**config.mk**
```make
export PLATFORM = sky130hd
export DESIGN_NAME = waveform_features
export DESIGN_NICKNAME = d
export VERILOG_FILES = /design/src/hdl/feature_pkg.sv /design/src/hdl/window_sequencer.sv /design/src/hdl/window_accumulator.sv /design/src/hdl/ratio_divider.sv /design/src/hdl/feature_formatter.sv /design/src/hdl/waveform_features.sv
export SDC_FILE = /design/constraint.sdc
export NUM_CORES = 1
export LEC_CHECK = 0
export BUFFER_PORTS_ARGS = -buffer_cell sky130_fd_sc_hd__buf_2
export CORE_MARGIN = 2
export CORE_UTILIZATION = 40
export DETAILED_ROUTE_END_ITERATION = 10
export PLACE_DENSITY = 0.66
export SYNTH_ARGS = -nofsm -noshare
export SYNTH_HDL_FRONTEND = slang
export SYNTH_SLANG_ARGS = --single-unit
```
**constraint.sdc**
```tcl
create_clock -name clk -period 12.8 [get_ports clk]
set_clock_uncertainty 0.05 [all_clocks]
set_input_delay 1.28 -clock clk [delete_from_list [all_inputs] [get_ports clk]]
set_output_delay 1.28 -clock clk [all_outputs]
set_load 0.02 [all_outputs]
```
**src/hdl/feature_pkg.sv**
```systemverilog
// waveform feature definitions
`default_nettype none

package feature_pkg;

    // ==================================================
    // samples and windows
    // ==================================================
    localparam int sample_bits  = 11;
    localparam int window_len   = 256;
    localparam int window_shift = 8;    // log2 of window_len

    typedef logic signed [sample_bits-1:0] sample_t;
    typedef logic [window_shift-1:0]       count_t;   // index within a window
    typedef logic signed [31:0]            sum_t;

    // identity values for the peak trackers
    localparam sample_t sample_min = {1'b1, {(sample_bits-1){1'b0}}};
    localparam sample_t sample_max = {1'b0, {(sample_bits-1){1'b1}}};

    // ==================================================
    // features and division
    // ==================================================
    typedef logic [15:0]        feature_t;
    typedef logic signed [15:0] mean_t;
    typedef logic [23:0]        dividend_t;   // Q8.8 numerator

    localparam int       q_frac_bits = 8;
    localparam feature_t feature_max = 16'hffff;   // saturation value
    localparam feature_t form_unity  = 16'h0100;   // 1.0 in Q8.8
    localparam int       div_cycles  = 24;         // one per dividend bit

    typedef logic [$clog2(div_cycles)-1:0] div_iter_t;

    // ==================================================
    // state machines
    // ==================================================
    typedef enum logic {
        idle,
        collect
    } seq_state_t;

    typedef enum logic {
        div_idle,
        div_busy
    } div_state_t;

endpackage

`default_nettype wire

```
**src/hdl/window_sequencer.sv**
```systemverilog
// window sample sequencer
`timescale 1ns/1ps
`default_nettype none

module window_sequencer (
    input  wire  clk,
    input  wire  rst_n,
    input  wire  sample_valid,
    output logic window_last
);
    import feature_pkg::*;

    seq_state_t state;
    count_t     index;    // position of the sample now on the input

    // closing sample of the window is being accepted this cycle
    assign window_last = sample_valid && (index == count_t'(window_len - 1));

    always_ff @(posedge clk or negedge rst_n) begin
        if (!rst_n) begin
            state <= idle;
            index <= '0;
        end else if (sample_valid) begin
            case (state)
                idle: begin
                    state <= collect;     // first sample ever is index 0
                    index <= count_t'(1);
                end
                collect: begin
                    index <= index + 1'b1;   // wraps every window_len samples
                end
                default: begin
                    state <= idle;
                    index <= '0;
                end
            endcase
        end
    end

    // index only moves once collecting has begun
    a_idle_index_zero: assert property (
        @(posedge clk) disable iff (!rst_n)
        (state == idle) |-> (index == '0) && !window_last
    ) else $error("sequencer idle with index %0d", index);

    // a window boundary is followed by a fresh index 0
    a_wrap_after_last: assert property (
        @(posedge clk) disable iff (!rst_n)
        window_last |=> (index == '0) && (state == collect)
    ) else $error("index did not wrap after window_last");

endmodule

`default_nettype wire

```
**src/hdl/window_accumulator.sv**
```systemverilog
// per-window sample accumulator
`timescale 1ns/1ps
`default_nettype none

module window_accumulator (
    input  wire                          clk,
    input  wire                          rst_n,
    input  wire feature_pkg::sample_t    sample,
    input  wire                          sample_valid,
    input  wire                          window_last,
    output feature_pkg::sum_t            sum_signal,
    output feature_pkg::sum_t            sum_abs,
    output feature_pkg::sum_t            sum_square,
    output feature_pkg::sample_t         peak_max,
    output feature_pkg::sample_t         peak_min,
    output feature_pkg::feature_t        cross_count,
    output logic                         window_ready
);
    import feature_pkg::*;

    // ==================================================
    // live totals of the window in progress
    // ==================================================
    sum_t     acc_sum;
    sum_t     acc_abs;
    sum_t     acc_sq;
    sample_t  live_max;
    sample_t  live_min;
    feature_t live_cross;
    sample_t  prev_sample;    // last accepted sample, kept across windows

    sum_t     sample_ext;
    sum_t     abs_ext;
    logic     crossed;
    sum_t     nxt_sum;
    sum_t     nxt_abs;
    sum_t     nxt_sq;
    sample_t  nxt_max;
    sample_t  nxt_min;
    feature_t nxt_cross;

    // totals including the sample on the input
    always_comb begin
        sample_ext = sum_t'(sample);
        abs_ext    = sample[sample_bits-1] ? -sample_ext : sample_ext;
        crossed    = sample[sample_bits-1] != prev_sample[sample_bits-1];
        nxt_sum    = acc_sum + sample_ext;
        nxt_abs    = acc_abs + abs_ext;
        nxt_sq     = acc_sq + sample_ext * sample_ext;
        nxt_max    = (sample > live_max) ? sample : live_max;
        nxt_min    = (sample < live_min) ? sample : live_min;
        nxt_cross  = live_cross + feature_t'(crossed);
    end

    always_ff @(posedge clk or negedge rst_n) begin
        if (!rst_n) begin
            acc_sum     <= '0;
            acc_abs     <= '0;
            acc_sq      <= '0;
            live_max    <= sample_min;
            live_min    <= sample_max;
            live_cross  <= '0;
            prev_sample <= '0;
        end else if (sample_valid) begin
            prev_sample <= sample;
            if (window_last) begin
                // closing sample went into the snapshot, start empty
                acc_sum    <= '0;
                acc_abs    <= '0;
                acc_sq     <= '0;
                live_max   <= sample_min;
                live_min   <= sample_max;
                live_cross <= '0;
            end else begin
                acc_sum    <= nxt_sum;
                acc_abs    <= nxt_abs;
                acc_sq     <= nxt_sq;
                live_max   <= nxt_max;
                live_min   <= nxt_min;
                live_cross <= nxt_cross;
            end
        end
    end

    // ==================================================
    // window snapshot
    // ==================================================
    always_ff @(posedge clk) begin
        if (sample_valid && window_last) begin
            sum_signal  <= nxt_sum;
            sum_abs     <= nxt_abs;
            sum_square  <= nxt_sq;
            peak_max    <= nxt_max;
            peak_min    <= nxt_min;
            cross_count <= nxt_cross;
        end
    end

    always_ff @(posedge clk or negedge rst_n) begin
        if (!rst_n) begin
            window_ready <= 1'b0;
        end else begin
            window_ready <= sample_valid && window_last;   // snapshot is stable
        end
    end

    a_peak_order: assert property (
        @(posedge clk) disable iff (!rst_n)
        window_ready |-> (peak_max >= peak_min)
    ) else $error("snapshot peak_max %h below peak_min %h", peak_max, peak_min);

endmodule

`default_nettype wire

```
**src/hdl/ratio_divider.sv**
```systemverilog
// serial restoring divider
`timescale 1ns/1ps
`default_nettype none

module ratio_divider (
    input  wire                          clk,
    input  wire                          rst_n,
    input  wire                          start,
    input  wire feature_pkg::dividend_t  dividend,
    input  wire feature_pkg::feature_t   divisor,
    input  wire feature_pkg::feature_t   zero_result,
    output feature_pkg::feature_t        quotient,
    output logic                         done
);
    import feature_pkg::*;

    localparam int dq_bits = $bits(dividend_t);

    div_state_t state;
    div_iter_t  iter;       // steps already taken
    feature_t   rem;        // partial remainder
    dividend_t  dq;         // dividend bits out at the top, quotient bits in
    feature_t   div_held;

    feature_t               src_rem;
    dividend_t              src_dq;
    feature_t               src_div;
    logic [$bits(feature_t):0] shifted;
    logic                   fits;
    feature_t               nxt_rem;
    dividend_t              nxt_dq;

    // one restoring step, the first one runs on the start edge itself
    always_comb begin
        src_rem = (state == div_busy) ? rem : '0;
        src_dq  = (state == div_busy) ? dq : dividend;
        src_div = (state == div_busy) ? div_held : divisor;
        shifted = {src_rem, src_dq[dq_bits-1]};
        fits    = shifted >= {1'b0, src_div};
        nxt_rem = fits ? feature_t'(shifted - {1'b0, src_div}) : shifted[$bits(feature_t)-1:0];
        nxt_dq  = {src_dq[dq_bits-2:0], fits};
    end

    always_ff @(posedge clk) begin
        if (state == div_busy || start) begin
            rem <= nxt_rem;
            dq  <= nxt_dq;
        end
        if (state == div_idle && start) begin
            div_held <= divisor;
        end
    end

    always_ff @(posedge clk or negedge rst_n) begin
        if (!rst_n) begin
            state    <= div_idle;
            iter     <= '0;
            quotient <= '0;
            done     <= 1'b0;
        end else begin
            done <= 1'b0;
            case (state)
                div_idle: begin
                    if (start) begin
                        state <= div_busy;
                        iter  <= div_iter_t'(1);
                    end
                end
                div_busy: begin
                    iter <= iter + 1'b1;
                    if (iter == div_iter_t'(div_cycles - 1)) begin
                        state <= div_idle;
                        done  <= 1'b1;
                        if (div_held == '0) begin
                            quotient <= zero_result;
                        end else if (|nxt_dq[dq_bits-1:$bits(feature_t)]) begin
                            quotient <= feature_max;    // wider than 16 bits
                        end else begin
                            quotient <= nxt_dq[$bits(feature_t)-1:0];
                        end
                    end
                end
                default: state <= div_idle;
            endcase
        end
    end

    a_start_when_idle: assert property (
        @(posedge clk) disable iff (!rst_n)
        start |-> (state == div_idle)
    ) else $error("divider started while busy");

    // fixed latency, the formatter counts on it
    a_fixed_latency: assert property (
        @(posedge clk) disable iff (!rst_n)
        start |-> ##div_cycles done
    ) else $error("divider done not %0d cycles after start", div_cycles);

endmodule

`default_nettype wire

```
**src/hdl/feature_formatter.sv**
```systemverilog
// feature ratio and output stage
`timescale 1ns/1ps
`default_nettype none

module feature_formatter (
    input  wire                          clk,
    input  wire                          rst_n,
    input  wire                          window_ready,
    input  wire feature_pkg::sum_t       sum_signal,
    input  wire feature_pkg::sum_t       sum_abs,
    input  wire feature_pkg::sum_t       sum_square,
    input  wire feature_pkg::sample_t    peak_max,
    input  wire feature_pkg::sample_t    peak_min,
    input  wire feature_pkg::feature_t   cross_count,
    output feature_pkg::feature_t        zcr,
    output feature_pkg::feature_t        crest_factor,
    output feature_pkg::feature_t        form_factor,
    output feature_pkg::feature_t        peak_to_peak,
    output feature_pkg::feature_t        std_dev,
    output feature_pkg::mean_t           mean_value,
    output logic                         features_valid
);
    import feature_pkg::*;

    // window average of a non-negative total, saturated
    function automatic feature_t window_avg(input sum_t total);
        sum_t avg;
        avg = total >>> window_shift;
        return (|avg[31:16]) ? feature_max : avg[15:0];
    endfunction

    sum_t      mean_full;
    feature_t  span_now;
    feature_t  abs_now;
    feature_t  sq_now;

    feature_t  hold_cross;
    mean_t     hold_mean;
    feature_t  hold_span;
    feature_t  hold_abs;
    feature_t  hold_sq;
    dividend_t crest_num;
    dividend_t form_num;
    logic      div_start;
    feature_t  crest_q;
    feature_t  form_q;
    logic      crest_done;
    logic      form_done;

    always_comb begin
        mean_full = sum_signal >>> window_shift;   // arithmetic, keeps sign
        span_now  = feature_t'(sum_t'(peak_max) - sum_t'(peak_min));
        abs_now   = window_avg(sum_abs);
        sq_now    = window_avg(sum_square);
    end

    // ==================================================
    // operands, held until the dividers finish
    // ==================================================
    always_ff @(posedge clk) begin
        if (window_ready) begin
            hold_cross <= cross_count;
            hold_mean  <= mean_t'(mean_full);
            hold_span  <= span_now;
            hold_abs   <= abs_now;
            hold_sq    <= sq_now;
            crest_num  <= dividend_t'(span_now) << q_frac_bits;
            form_num   <= dividend_t'(sq_now) << q_frac_bits;
        end
    end

    always_ff @(posedge clk or negedge rst_n) begin
        if (!rst_n) begin
            div_start <= 1'b0;
        end else begin
            div_start <= window_ready;
        end
    end

    // span over mean square
    ratio_divider u_crest_div (
        .clk         (clk),
        .rst_n       (rst_n),
        .start       (div_start),
        .dividend    (crest_num),
        .divisor     (hold_sq),
        .zero_result (feature_max),
        .quotient    (crest_q),
        .done        (crest_done)
    );

    // mean square over mean absolute value
    ratio_divider u_form_div (
        .clk         (clk),
        .rst_n       (rst_n),
        .start       (div_start),
        .dividend    (form_num),
        .divisor     (hold_abs),
        .zero_result (form_unity),
        .quotient    (form_q),
        .done        (form_done)
    );

    // ==================================================
    // feature outputs
    // ==================================================
    always_ff @(posedge clk or negedge rst_n) begin
        if (!rst_n) begin
            zcr            <= '0;
            crest_factor   <= '0;
            form_factor    <= '0;
            peak_to_peak   <= '0;
            std_dev        <= '0;
            mean_value     <= '0;
            features_valid <= 1'b0;
        end else begin
            features_valid <= crest_done && form_done;
            if (crest_done && form_done) begin
                zcr          <= hold_cross;
                crest_factor <= crest_q;
                form_factor  <= form_q;
                peak_to_peak <= hold_span;
                std_dev      <= hold_sq;     // mean square stands in for std dev
                mean_value   <= hold_mean;
            end
        end
    end

endmodule

`default_nettype wire

```
**src/hdl/waveform_features.sv**
```systemverilog
// waveform feature extractor top
`timescale 1ns/1ps
`default_nettype none

module waveform_features (
    input  wire                          clk,
    input  wire                          rst_n,
    input  wire feature_pkg::sample_t    sample,
    input  wire                          sample_valid,
    output feature_pkg::feature_t        zcr,
    output feature_pkg::mean_t           mean_value,
    output feature_pkg::feature_t        peak_to_peak,
    output feature_pkg::feature_t        std_dev,
    output feature_pkg::feature_t        crest_factor,
    output feature_pkg::feature_t        form_factor,
    output logic                         features_valid
);
    import feature_pkg::*;

    logic     window_last;
    logic     window_ready;
    sum_t     sum_signal;
    sum_t     sum_abs;
    sum_t     sum_square;
    sample_t  peak_max;
    sample_t  peak_min;
    feature_t cross_count;

    window_sequencer u_window_sequencer (
        .clk          (clk),
        .rst_n        (rst_n),
        .sample_valid (sample_valid),
        .window_last  (window_last)
    );

    window_accumulator u_window_accumulator (
        .clk          (clk),
        .rst_n        (rst_n),
        .sample       (sample),
        .sample_valid (sample_valid),
        .window_last  (window_last),
        .sum_signal   (sum_signal),
        .sum_abs      (sum_abs),
        .sum_square   (sum_square),
        .peak_max     (peak_max),
        .peak_min     (peak_min),
        .cross_count  (cross_count),
        .window_ready (window_ready)
    );

    feature_formatter u_feature_formatter (
        .clk            (clk),
        .rst_n          (rst_n),
        .window_ready   (window_ready),
        .sum_signal     (sum_signal),
        .sum_abs        (sum_abs),
        .sum_square     (sum_square),
        .peak_max       (peak_max),
        .peak_min       (peak_min),
        .cross_count    (cross_count),
        .zcr            (zcr),
        .crest_factor   (crest_factor),
        .form_factor    (form_factor),
        .peak_to_peak   (peak_to_peak),
        .std_dev        (std_dev),
        .mean_value     (mean_value),
        .features_valid (features_valid)
    );

endmodule

`default_nettype wire

```
# Word level (Yosys, flattened, before mapping)
# Index checks and enable logic that the tools add are counted.
word_totals:
  ff_bits: 617
  wordCells: 117
classes:
  addsub: 11
  n_mul: 1
  order_cmp: 4
  eq_ne: 6
  mux: 34
  n_bitwise: 3
  reduce_logical: 15
ops:
  columns: ["op", "n"]
  rows:
  - ["2-to-1 mux 16 bit", 11]
  - ["2-to-1 mux 32 bit", 4]
  - ["adder 32 bit", 2]
  - ["2-to-1 mux 24 bit", 2]
  - ["2-to-1 mux 11 bit", 4]
  - ["greater-or-equal comparator 17 x 16 -> 1 bit", 2]
  - ["adder 32 x 11 -> 32 bit", 1]
  - ["zero test 16 bit", 2]
  - ["negator 11 -> 32 bit", 1]
  - ["OR reduction 8 bit", 4]
  - ["subtractor 16 bit", 2]
  - ["multiplier 11 x 11 -> 22 bit", 1]
  - ["one-hot mux 5 bit (2 select lines)", 2]
  - ["adder 16 x 1 -> 16 bit", 1]
  - ["one-hot mux 8 bit (2 select lines)", 1]
  - ["subtractor 11 x 11 -> 12 bit", 1]
  - ["> comparator 11 bit", 1]
  - ["< comparator 11 bit", 1]
  - ["adder 5 x 1 -> 5 bit, second input constant", 2]
  - ["equality test 5 bit, second input constant", 2]
  - ["adder 8 x 1 -> 8 bit, second input constant", 1]
  - ["equality test 8 bit, second input constant", 1]
  - ["2-to-1 mux 1 bit", 7]
  - ["logical AND 1 bit", 5]
  - ["7 further kinds", 13]

# Depth between registers and ports, before layout
# Gate-level depths: netlist of run 1.
depth:
  depth_word: 4
  ltp_mapped: 33
  depth_no_buf: 32

# Modules after synthesis
# From an unflattened synthesis of run 1, not the netlist that was laid out.
hier_totals:
  hier_cells: 3091
  area_unflattened_um2: 36163.4
by_module_without_submodules:
  columns: ["module", "n_inst", "cells_each", "area_per_inst_um2"]
  rows:
  - ["window_accumulator", 1, 1895, 20265.7]
  - ["feature_formatter", 1, 394, 6527.5]
  - ["ratio_divider (u_feature_formatter.u_crest_div)", 1, 368, 4470.5]
  - ["ratio_divider (u_feature_formatter.u_form_div)", 1, 389, 4446.8]
  - ["window_sequencer", 1, 45, 452.9]

# Least setup slack after synthesis of run 1
# OpenSTA, ideal clock, no wires.
synth_path:
  path_type: "input port to flip-flop"
  from: "input port sample[2]"
  to: "register u_window_accumulator.acc_sq[30]"
  setup_time_ns: 0.120
  arrival_ns: 8.431
  t_required_ns: 12.630
  setup_slack_ns: 4.199
  cell_stages: 30
  n_path_buf: 2
  path_cell_list: "clkbuf_1 buf_1 nand2_1 fa_1 inv_1 fa_1 inv_1 fa_1 inv_1 fa_1 inv_1 fa_1 inv_1 ha_1 a21oi_1 o21bai_1 a21o_1 a221o_1 a31o_2 a21oi_1 xnor2_1 ha_1 a211o_1 a211o_1 o31a_1 a41o_1 a31oi_4 o21ai_1 xor2_1 a31o_1"
synth_between:
  elab_chain_cells: 3
synth_rtl:
  columns: ["item", "line_no", "source"]
  rows:
  - ["start: declaration", "waveform_features.sv:8", "input wire feature_pkg::sample_t sample,"]
  - ["multiplier 11 x 11 -> 22 bit", "window_accumulator.sv:49", "nxt_sq = acc_sq + sample_ext * sample_ext;"]
  - ["adder 32 bit", "window_accumulator.sv:49", null]
  - ["named net u_window_accumulator.nxt_sq[30]", "window_accumulator.sv:37", "sum_t nxt_sq;"]
  - ["2-to-1 mux 32 bit", "window_accumulator.sv:66", "if (window_last) begin"]
  - ["end signal: assignment", "window_accumulator.sv:77", "acc_sq <= nxt_sq;"]
  - ["end: declaration", "window_accumulator.sv:26", "sum_t acc_sq;"]
# The timed path passes the listed nets, and every way through them passes these cells.
# A chain may end at the register's enable or synchronous reset.

# Worst setup path after layout of run 1
layout_path:
  from: "input port sample[10]"
  to: "register u_window_accumulator.acc_sq[30]"
# Same word-level chain as after synthesis.

==> flow_summary.toml, run 1 <==
[detailed_routing]
dr_total_vias = 20670
route.detailed.drc = 0
firstDrtPassIters = 5
route.detailed.vias_per_inst = 5.175
wl_mm = 69.11
drt-wirelength-per-cell_um = 17.30
drt_first_iter_violations = 1157
antenna_violating_nets_left = 0

[critical_path]
worstRegToRegCells = 12
cp.buffers_inverters = 6
critical_path.max_stage_delay_ns = 0.79
required_time_of_the_critical_path_ns = 13.26
crit_family = "adder cells"
cp.depth = 29
timing.critical_path.from_type = "primary input"
arrival_time_at_the_worst_endpoint_ns = 9.74
end_kind = "flip-flop"
timing.critical_path.fanout_max = 41
setup.worst_path.class = "primary input to flip-flop"
critical_path.slowest_cell = "sky130_fd_sc_hd__clkinv_1"

[layout]
multiInputGateArea_um2 = 15140
seq_area_um2 = 15660
layout_cells_sized_above_1_pct = 14.85
most_frequent_standard_cell_in_the_layout_excluding_fill_and_tap_cells = "sky130_fd_sc_hd__edfxtp_1"
final_cell_mix = "sky130_fd_sc_hd__edfxtp_1, sky130_fd_sc_hd__dfrtp_1, sky130_fd_sc_hd__inv_1"
postLayoutCoreUtil_pct = 45.29
flow.area_growth_from_synthesis_pct = 11.83
filler_cell_count = 7243
layout.nets = 3223

[clocking]
tritoncts = "built"
cts.repair_timing.setup_buffer_count = 0
clock_transition_at_path_regs_ns = 0.06
numCtsBuffers = 60
resized_cells_post_cts = 0
clock-root-buffer = "sky130_fd_sc_hd__clkbuf_16"
clock_insertion_delay_at_the_later_pin_of_the_skew_report_ns = 0.62
clock-sinks = 567
cts.htree.levels = 2
number_of_hold_repair_buffers_added_at_the_cts_stage = 0
clock_path_buffers = 3

[synthesis]
synthesis.yosys.warnings = 0
mean_post_synth_cell_area_um2 = 11.53
ys_seq_area_share_pct = 48.76
async_flop_share_pct = 48.85
dominantRegCellSynth = "sky130_fd_sc_hd__edfxtp_1"
synth_edf_count = 290
synth.ff_latch_count = 567
number_of_cells_produced_by_synthesis = 2784
synth_area_um2 = 32100
synth_cell_type_count = 82

[sta]
worst-slew-pin-transition_ns = 1.131
report.final.hold_viol_count = 0
max_slew_headroom_at_the_worst_pin_pct = 24.44
setup_tns_ns = 0
rsz_0062_raised_after_global_routing = "no"
fmaxAchievable_mhz = 107.8
setup-violations-final = 0
period_minus_slack_ns = 9.280
report.final.slew_viol_count = 0
final.period_utilization_pct = 72.50

[floorplanning]
die-width_um = 287.3
initial_utilization_pct = 40.50
top_level_ports = 111
num_rows = 103
core_region_area_um2 = 79260
die_height_um = 287.3
dieArea_um2 = 82540

[power_and_ir_drop]
total_switching_power_mw = 4.423
power-per-cell-area_nw_per_um2 = 296.4
power.internal_mw = 6.218
switching_power_share_of_the_total_pct = 41.56
p_leak_nw = 16.19
combinational_share_of_power_pct = 58.6
share_seq_of_total_power_pct = 24.5
vdd_drop_max_mv = 0.3762
pwr-share-clk_pct = 17.0

[placement]
sum_of_net_half_perimeters_after_detailed_placement_mm = 48.41
numPortBuffers = 110
place.gp.congestion = 0.8526

[worst_hold_path]
worstHoldPathType = "flip-flop to flip-flop"
hold_depth = 0

[grt]
global_route_congestion_overflow_total = 0
grt_resource_usage_total_pct = 16.98
vias_in_the_first_global_route = 20720
first_pass_grt_wire_length_mm = 112.9
largest_net_degree_at_the_start_of_global_routing = 97
number_of_antenna_violations_at_the_first_check_in_global_routing = 5

[flow_run]
drv.max_cap_violation_count = 0

[status]
run_status = "finished clean"
[power by group through the flow]
stage	clock network (mW)	registers [mW]	logic, mW
floorplan	0	2.60	4.97
global placement	0	2.63	6.10
detailed placement	0	2.63	6.20
CTS	1.86	2.60	6.22
global route	1.93	2.62	7.01
finish	1.80	2.60	6.23
[kinds of logic after synthesis]
kind of cell	synth area share, %
AND/OR/NAND/NOR	9.401
AO/OA/AOI/OAI	12.72
flip-flops	48.76
buffers and inverters	4.283
adder cells (fa/ha/maj)	14.77
multiplexers	5.683
XOR/XNOR	4.365
other	0.01168
[cell usage after synthesis (all sizes together), types with 54 or more instances]
| cell | number | share of area [%] |
|---|---|---|
| and2 | 54 | 1.1 |
| a21o | 68 | 1.6 |
| o21ai | 130 | 2.0 |
| nand2 | 184 | 2.2 |
| ha | 211 | 8.2 |
| dfrtp | 266 | 21 |
| nor2 | 155 | 1.8 |
| clkbuf | 70 | 0.82 |
| mux2 | 130 | 4.6 |
| a22o | 81 | 2.2 |
| inv | 256 | 3.0 |
| a21oi | 111 | 1.8 |
| edfxtp | 290 | 27 |
| fa | 105 | 6.5 |
| xnor2 | 105 | 2.9 |
| xor2 | 55 | 1.5 |
[state kept, by name, summed over array words and instances (netlist names), 24 cells and up]
name                                cells
u_window_accumulator.sum_square        24
u_window_accumulator.acc_sum           24
u_window_accumulator.acc_sq            32
u_feature_formatter.u_crest_div.dq     24
u_feature_formatter.u_form_div.dq      24
u_window_accumulator.acc_abs           32
u_window_accumulator.sum_abs           24
[worst paths after layout]
path                                                          end                                 start  slack, ns
min in group asynchronous     u_feature_formatter.peak_to_peak[7]                                 rst_n       0.64
hold / removal                   u_feature_formatter.hold_mean[3]   u_window_accumulator.sum_signal[11]       0.37
hold reg to reg                  u_feature_formatter.hold_mean[3]   u_window_accumulator.sum_signal[11]       0.37
setup / recovery                  u_window_accumulator.acc_sq[30]                            sample[10]       3.52
setup reg to reg           u_feature_formatter.u_form_div.rem[12]  u_feature_formatter.u_form_div.state       7.89
max in group asynchronous        u_window_accumulator.acc_sum[19]                                 rst_n       9.87
[stage by stage]
| step | std cells | worst slack, ns | hold WS (ns) | cell area (um2) | total power [mW] |
|---|---|---|---|---|---|
| finish | 3994 | 3.520 | 0.3690 | 35900 | 10.64 |
| global route | 3994 | 3.057 | 0.3788 | 35900 | 11.56 |
| detailed placement | 3881 | 2.894 | 0.3545 | 33820 | 8.825 |
| floorplan | 2799 | 4.199 | 0.3503 | 32160 | 7.571 |
| CTS | 3993 | 3.543 | 0.3700 | 35900 | 10.67 |
| global placement | 3881 | 3.078 | 0.3540 | 33820 | 8.728 |
[final cells by class]
cell class	count	area share, %
diodes	1	0.006971
clock buffers	83	4.879
clock inverters	29	0.9097
inverters	263	2.757
multi-input cells	1871	42.19
flip-flops and latches	567	43.62
well taps	1050	3.660
repair buffers	130	1.980
[worst reg2reg max path, delay by kind of cell, from the launching register on]
kind / cells / cell delay [ns]
buffers and inverters: 1 / 0.49
AO/OA/AOI/OAI: 7 / 2.14
adder cells (fa/ha/maj): 1 / 0.21
AND/OR/NAND/NOR: 1 / 0.10
multiplexers: 2 / 0.82
flip-flops: 1 / 0.84
[per-layer routing]
| layer | routed length [um] | track usage, % |
|---|---|---|
| met1 | 33460 | 24.22 |
| met2 | 31430 | 27.30 |
| met3 | 3035 | 2.738 |
| met4 | 1127 | 3.633 |
| met5 | 57 | 0 |
Power figures use the tool's default switching activity.
==> run 2: changes to the inputs <==
==> constraint.sdc (replaced) <==
create_clock -name clk -period 8.8 [get_ports clk]
set_clock_uncertainty 0.05 [all_clocks]
set_input_delay 0.88 -clock clk [delete_from_list [all_inputs] [get_ports clk]]
set_output_delay 0.88 -clock clk [all_outputs]
set_load 0.02 [all_outputs]
==> flow_summary.toml, run 2 (synthesis results as in run 1) <==
[floorplanning]
die-width_um = 287.3
initial_utilization_pct = 40.50
dieArea_um2 = 82540
core_region_area_um2 = 79260
top_level_ports = 111
num_rows = 103
die_height_um = 287.3

[detailed_routing]
drt-wirelength-per-cell_um = 17.41
route.detailed.vias_per_inst = 5.177
wl_mm = 69.88
dr_total_vias = 20780
drt_first_iter_violations = 1261
route.detailed.drc = 0
firstDrtPassIters = 5
antenna_violating_nets_left = 0

[critical_path]
crit_family = "compound AO/OA/AOI/OAI gates"
critical_path.slowest_cell = "sky130_fd_sc_hd__fa_1"
end_kind = "flip-flop"
cp_common_cell = "sky130_fd_sc_hd__inv_1"
timing.critical_path.fanout_max = 9
timing.critical_path.from_type = "primary input"
arrival_time_at_the_worst_endpoint_ns = 8.31
cp.buffers_inverters = 7
critical_path.max_stage_delay_ns = 0.53
setup.worst_path.class = "primary input to flip-flop"
required_time_of_the_critical_path_ns = 9.25

[power_and_ir_drop]
combinational_share_of_power_pct = 58.5
switching_power_share_of_the_total_pct = 41.44
total_power_mw = 15.62
power.internal_mw = 9.149
pwr-share-clk_pct = 17.3
vdd_drop_max_mv = 0.5719
power-per-cell-area_nw_per_um2 = 432.7
total_switching_power_mw = 6.473
share_seq_of_total_power_pct = 24.2
p_leak_nw = 16.29

[clocking]
clock-root-buffer = "sky130_fd_sc_hd__clkbuf_16"
cts.repair_timing.setup_buffer_count = 0
clock_insertion_delay_at_the_later_pin_of_the_skew_report_ns = 0.64
number_of_hold_repair_buffers_added_at_the_cts_stage = 0
resized_cells_post_cts = 0
tritoncts = "built"
clock_path_buffers = 3
clock_transition_at_path_regs_ns = 0.06
numCtsBuffers = 61
clock-sinks = 567
cts.htree.levels = 2

[sta]
final.period_utilization_pct = 89.26
period_minus_slack_ns = 7.855
fmaxAchievable_mhz = 127.3
report.final.slew_viol_count = 0
worst-slew-pin-transition_ns = 1.115
setup_tns_ns = 0
rsz_0062_raised_after_global_routing = "no"
max_slew_headroom_at_the_worst_pin_pct = 25.49
report.final.hold_viol_count = 0
setup-violations-final = 0

[layout]
multiInputGateArea_um2 = 15140
final_cell_mix = "sky130_fd_sc_hd__edfxtp_1, sky130_fd_sc_hd__dfrtp_1, sky130_fd_sc_hd__inv_1"
antenna_cells_inserted = 0
most_frequent_standard_cell_in_the_layout_excluding_fill_and_tap_cells = "sky130_fd_sc_hd__edfxtp_1"
filler_cell_count = 7212
top_regs = "u_window_accumulator.acc_abs (32), u_window_accumulator.acc_sq (32)"
layout.nets = 3242
flow.area_growth_from_synthesis_pct = 12.47
layout_cells_sized_above_1_pct = 15.35
seq_area_um2 = 15660

[grt]
first_pass_grt_wire_length_mm = 112.9
largest_net_degree_at_the_start_of_global_routing = 135
grt_resource_usage_total_pct = 17.01
vias_in_the_first_global_route = 20860
global_route_congestion_overflow_total = 0
number_of_antenna_violations_at_the_first_check_in_global_routing = 1

[placement]
place.gp.congestion = 0.8598
sum_of_net_half_perimeters_after_detailed_placement_mm = 49.55
numPortBuffers = 110

[worst_hold_path]
worstHoldPathType = "primary input to async pin"

[flow_run]
drv.max_cap_violation_count = 0

[status]
run_status = "finished clean"
==> run 2: worst paths after layout <==
check                           cells past startpoint                                          end                            startpoint  slack, ns
min in group clk                                    0           u_feature_formatter.hold_cross[14]  u_window_accumulator.cross_count[14]       0.37
worst min-delay path                                1  u_feature_formatter.u_crest_div.quotient[0]                                 rst_n       0.16
max in group asynchronous                           2            u_window_accumulator.window_ready                                 rst_n       7.08
worst min register to register                      0           u_feature_formatter.hold_cross[14]  u_window_accumulator.cross_count[14]       0.37
worst max-delay path                               31              u_window_accumulator.acc_sq[30]                             sample[3]       0.95
worst max register to register                     12        u_feature_formatter.u_form_div.rem[6]  u_feature_formatter.u_form_div.state       4.07
==> run 2: final cells by class <==
class	instances	share of cell area, %
Sequential cell	567	43.37
Multi-Input combinational cell	1871	41.95
Clock buffer	82	4.730
Timing Repair Buffer	148	2.377
Tap cell	1050	3.639
Inverter	263	2.741
Clock inverter	33	1.192
==> run 2: routing by layer <==
| metal | track usage, % | part of all wire, % | wire [um] | vias up |
|---|---|---|---|---|
| met5 | 0 | 0 | 0 | - |
| met4 | 4.531 | 2.1 | 1483 | 0 |
| met3 | 2.683 | 4.3 | 3026 | 89 |
| met2 | 26.72 | 44 | 31090 | 420 |
| met1 | 24.47 | 49 | 34280 | 10170 |
| li1 | - | - | - | 10110 |
==> run 2: per-stage QoR <==
stage	setup slack [ns]	cells	hold slack [ns]	instance area [um2]	utilization, %
after global routing	0.5847	4014	0.1993	36100	45.55
final	0.9453	4014	0.1634	36100	45.55
after global placement	0.4093	3899	0.3526	33970	42.86
after CTS	0.9758	4014	0.1584	36100	45.55
after detailed placement	0.3391	3899	0.3572	33970	42.86
after floorplan	0.5993	2799	0.3503	32160	-
==> run 2: worst register-to-register path, cell delays in order (launching register included) <==
cell and delay [ns]:
sky130_fd_sc_hd__dfrtp_2 0.49, sky130_fd_sc_hd__buf_4 0.60, sky130_fd_sc_hd__mux2i_1 0.34, sky130_fd_sc_hd__ha_1 0.31, sky130_fd_sc_hd__nor2b_1 0.10, sky130_fd_sc_hd__o21ai_0 0.10
sky130_fd_sc_hd__a21boi_0 0.17, sky130_fd_sc_hd__o21ai_0 0.11, sky130_fd_sc_hd__a21boi_0 0.26, sky130_fd_sc_hd__o2111ai_1 0.18, sky130_fd_sc_hd__a31oi_1 0.44, sky130_fd_sc_hd__a221o_1 0.92
sky130_fd_sc_hd__mux2_2 0.42
==> run 2: power groups by stage <==
stage	clock network (mW)	registers (mW)	logic (mW)
floorplan	0	3.78	7.23
detailed placement	0	3.82	9.07
finish	2.71	3.78	9.13
CTS	2.78	3.78	9.11
global placement	0	3.82	8.98
global route	2.88	3.82	10.2
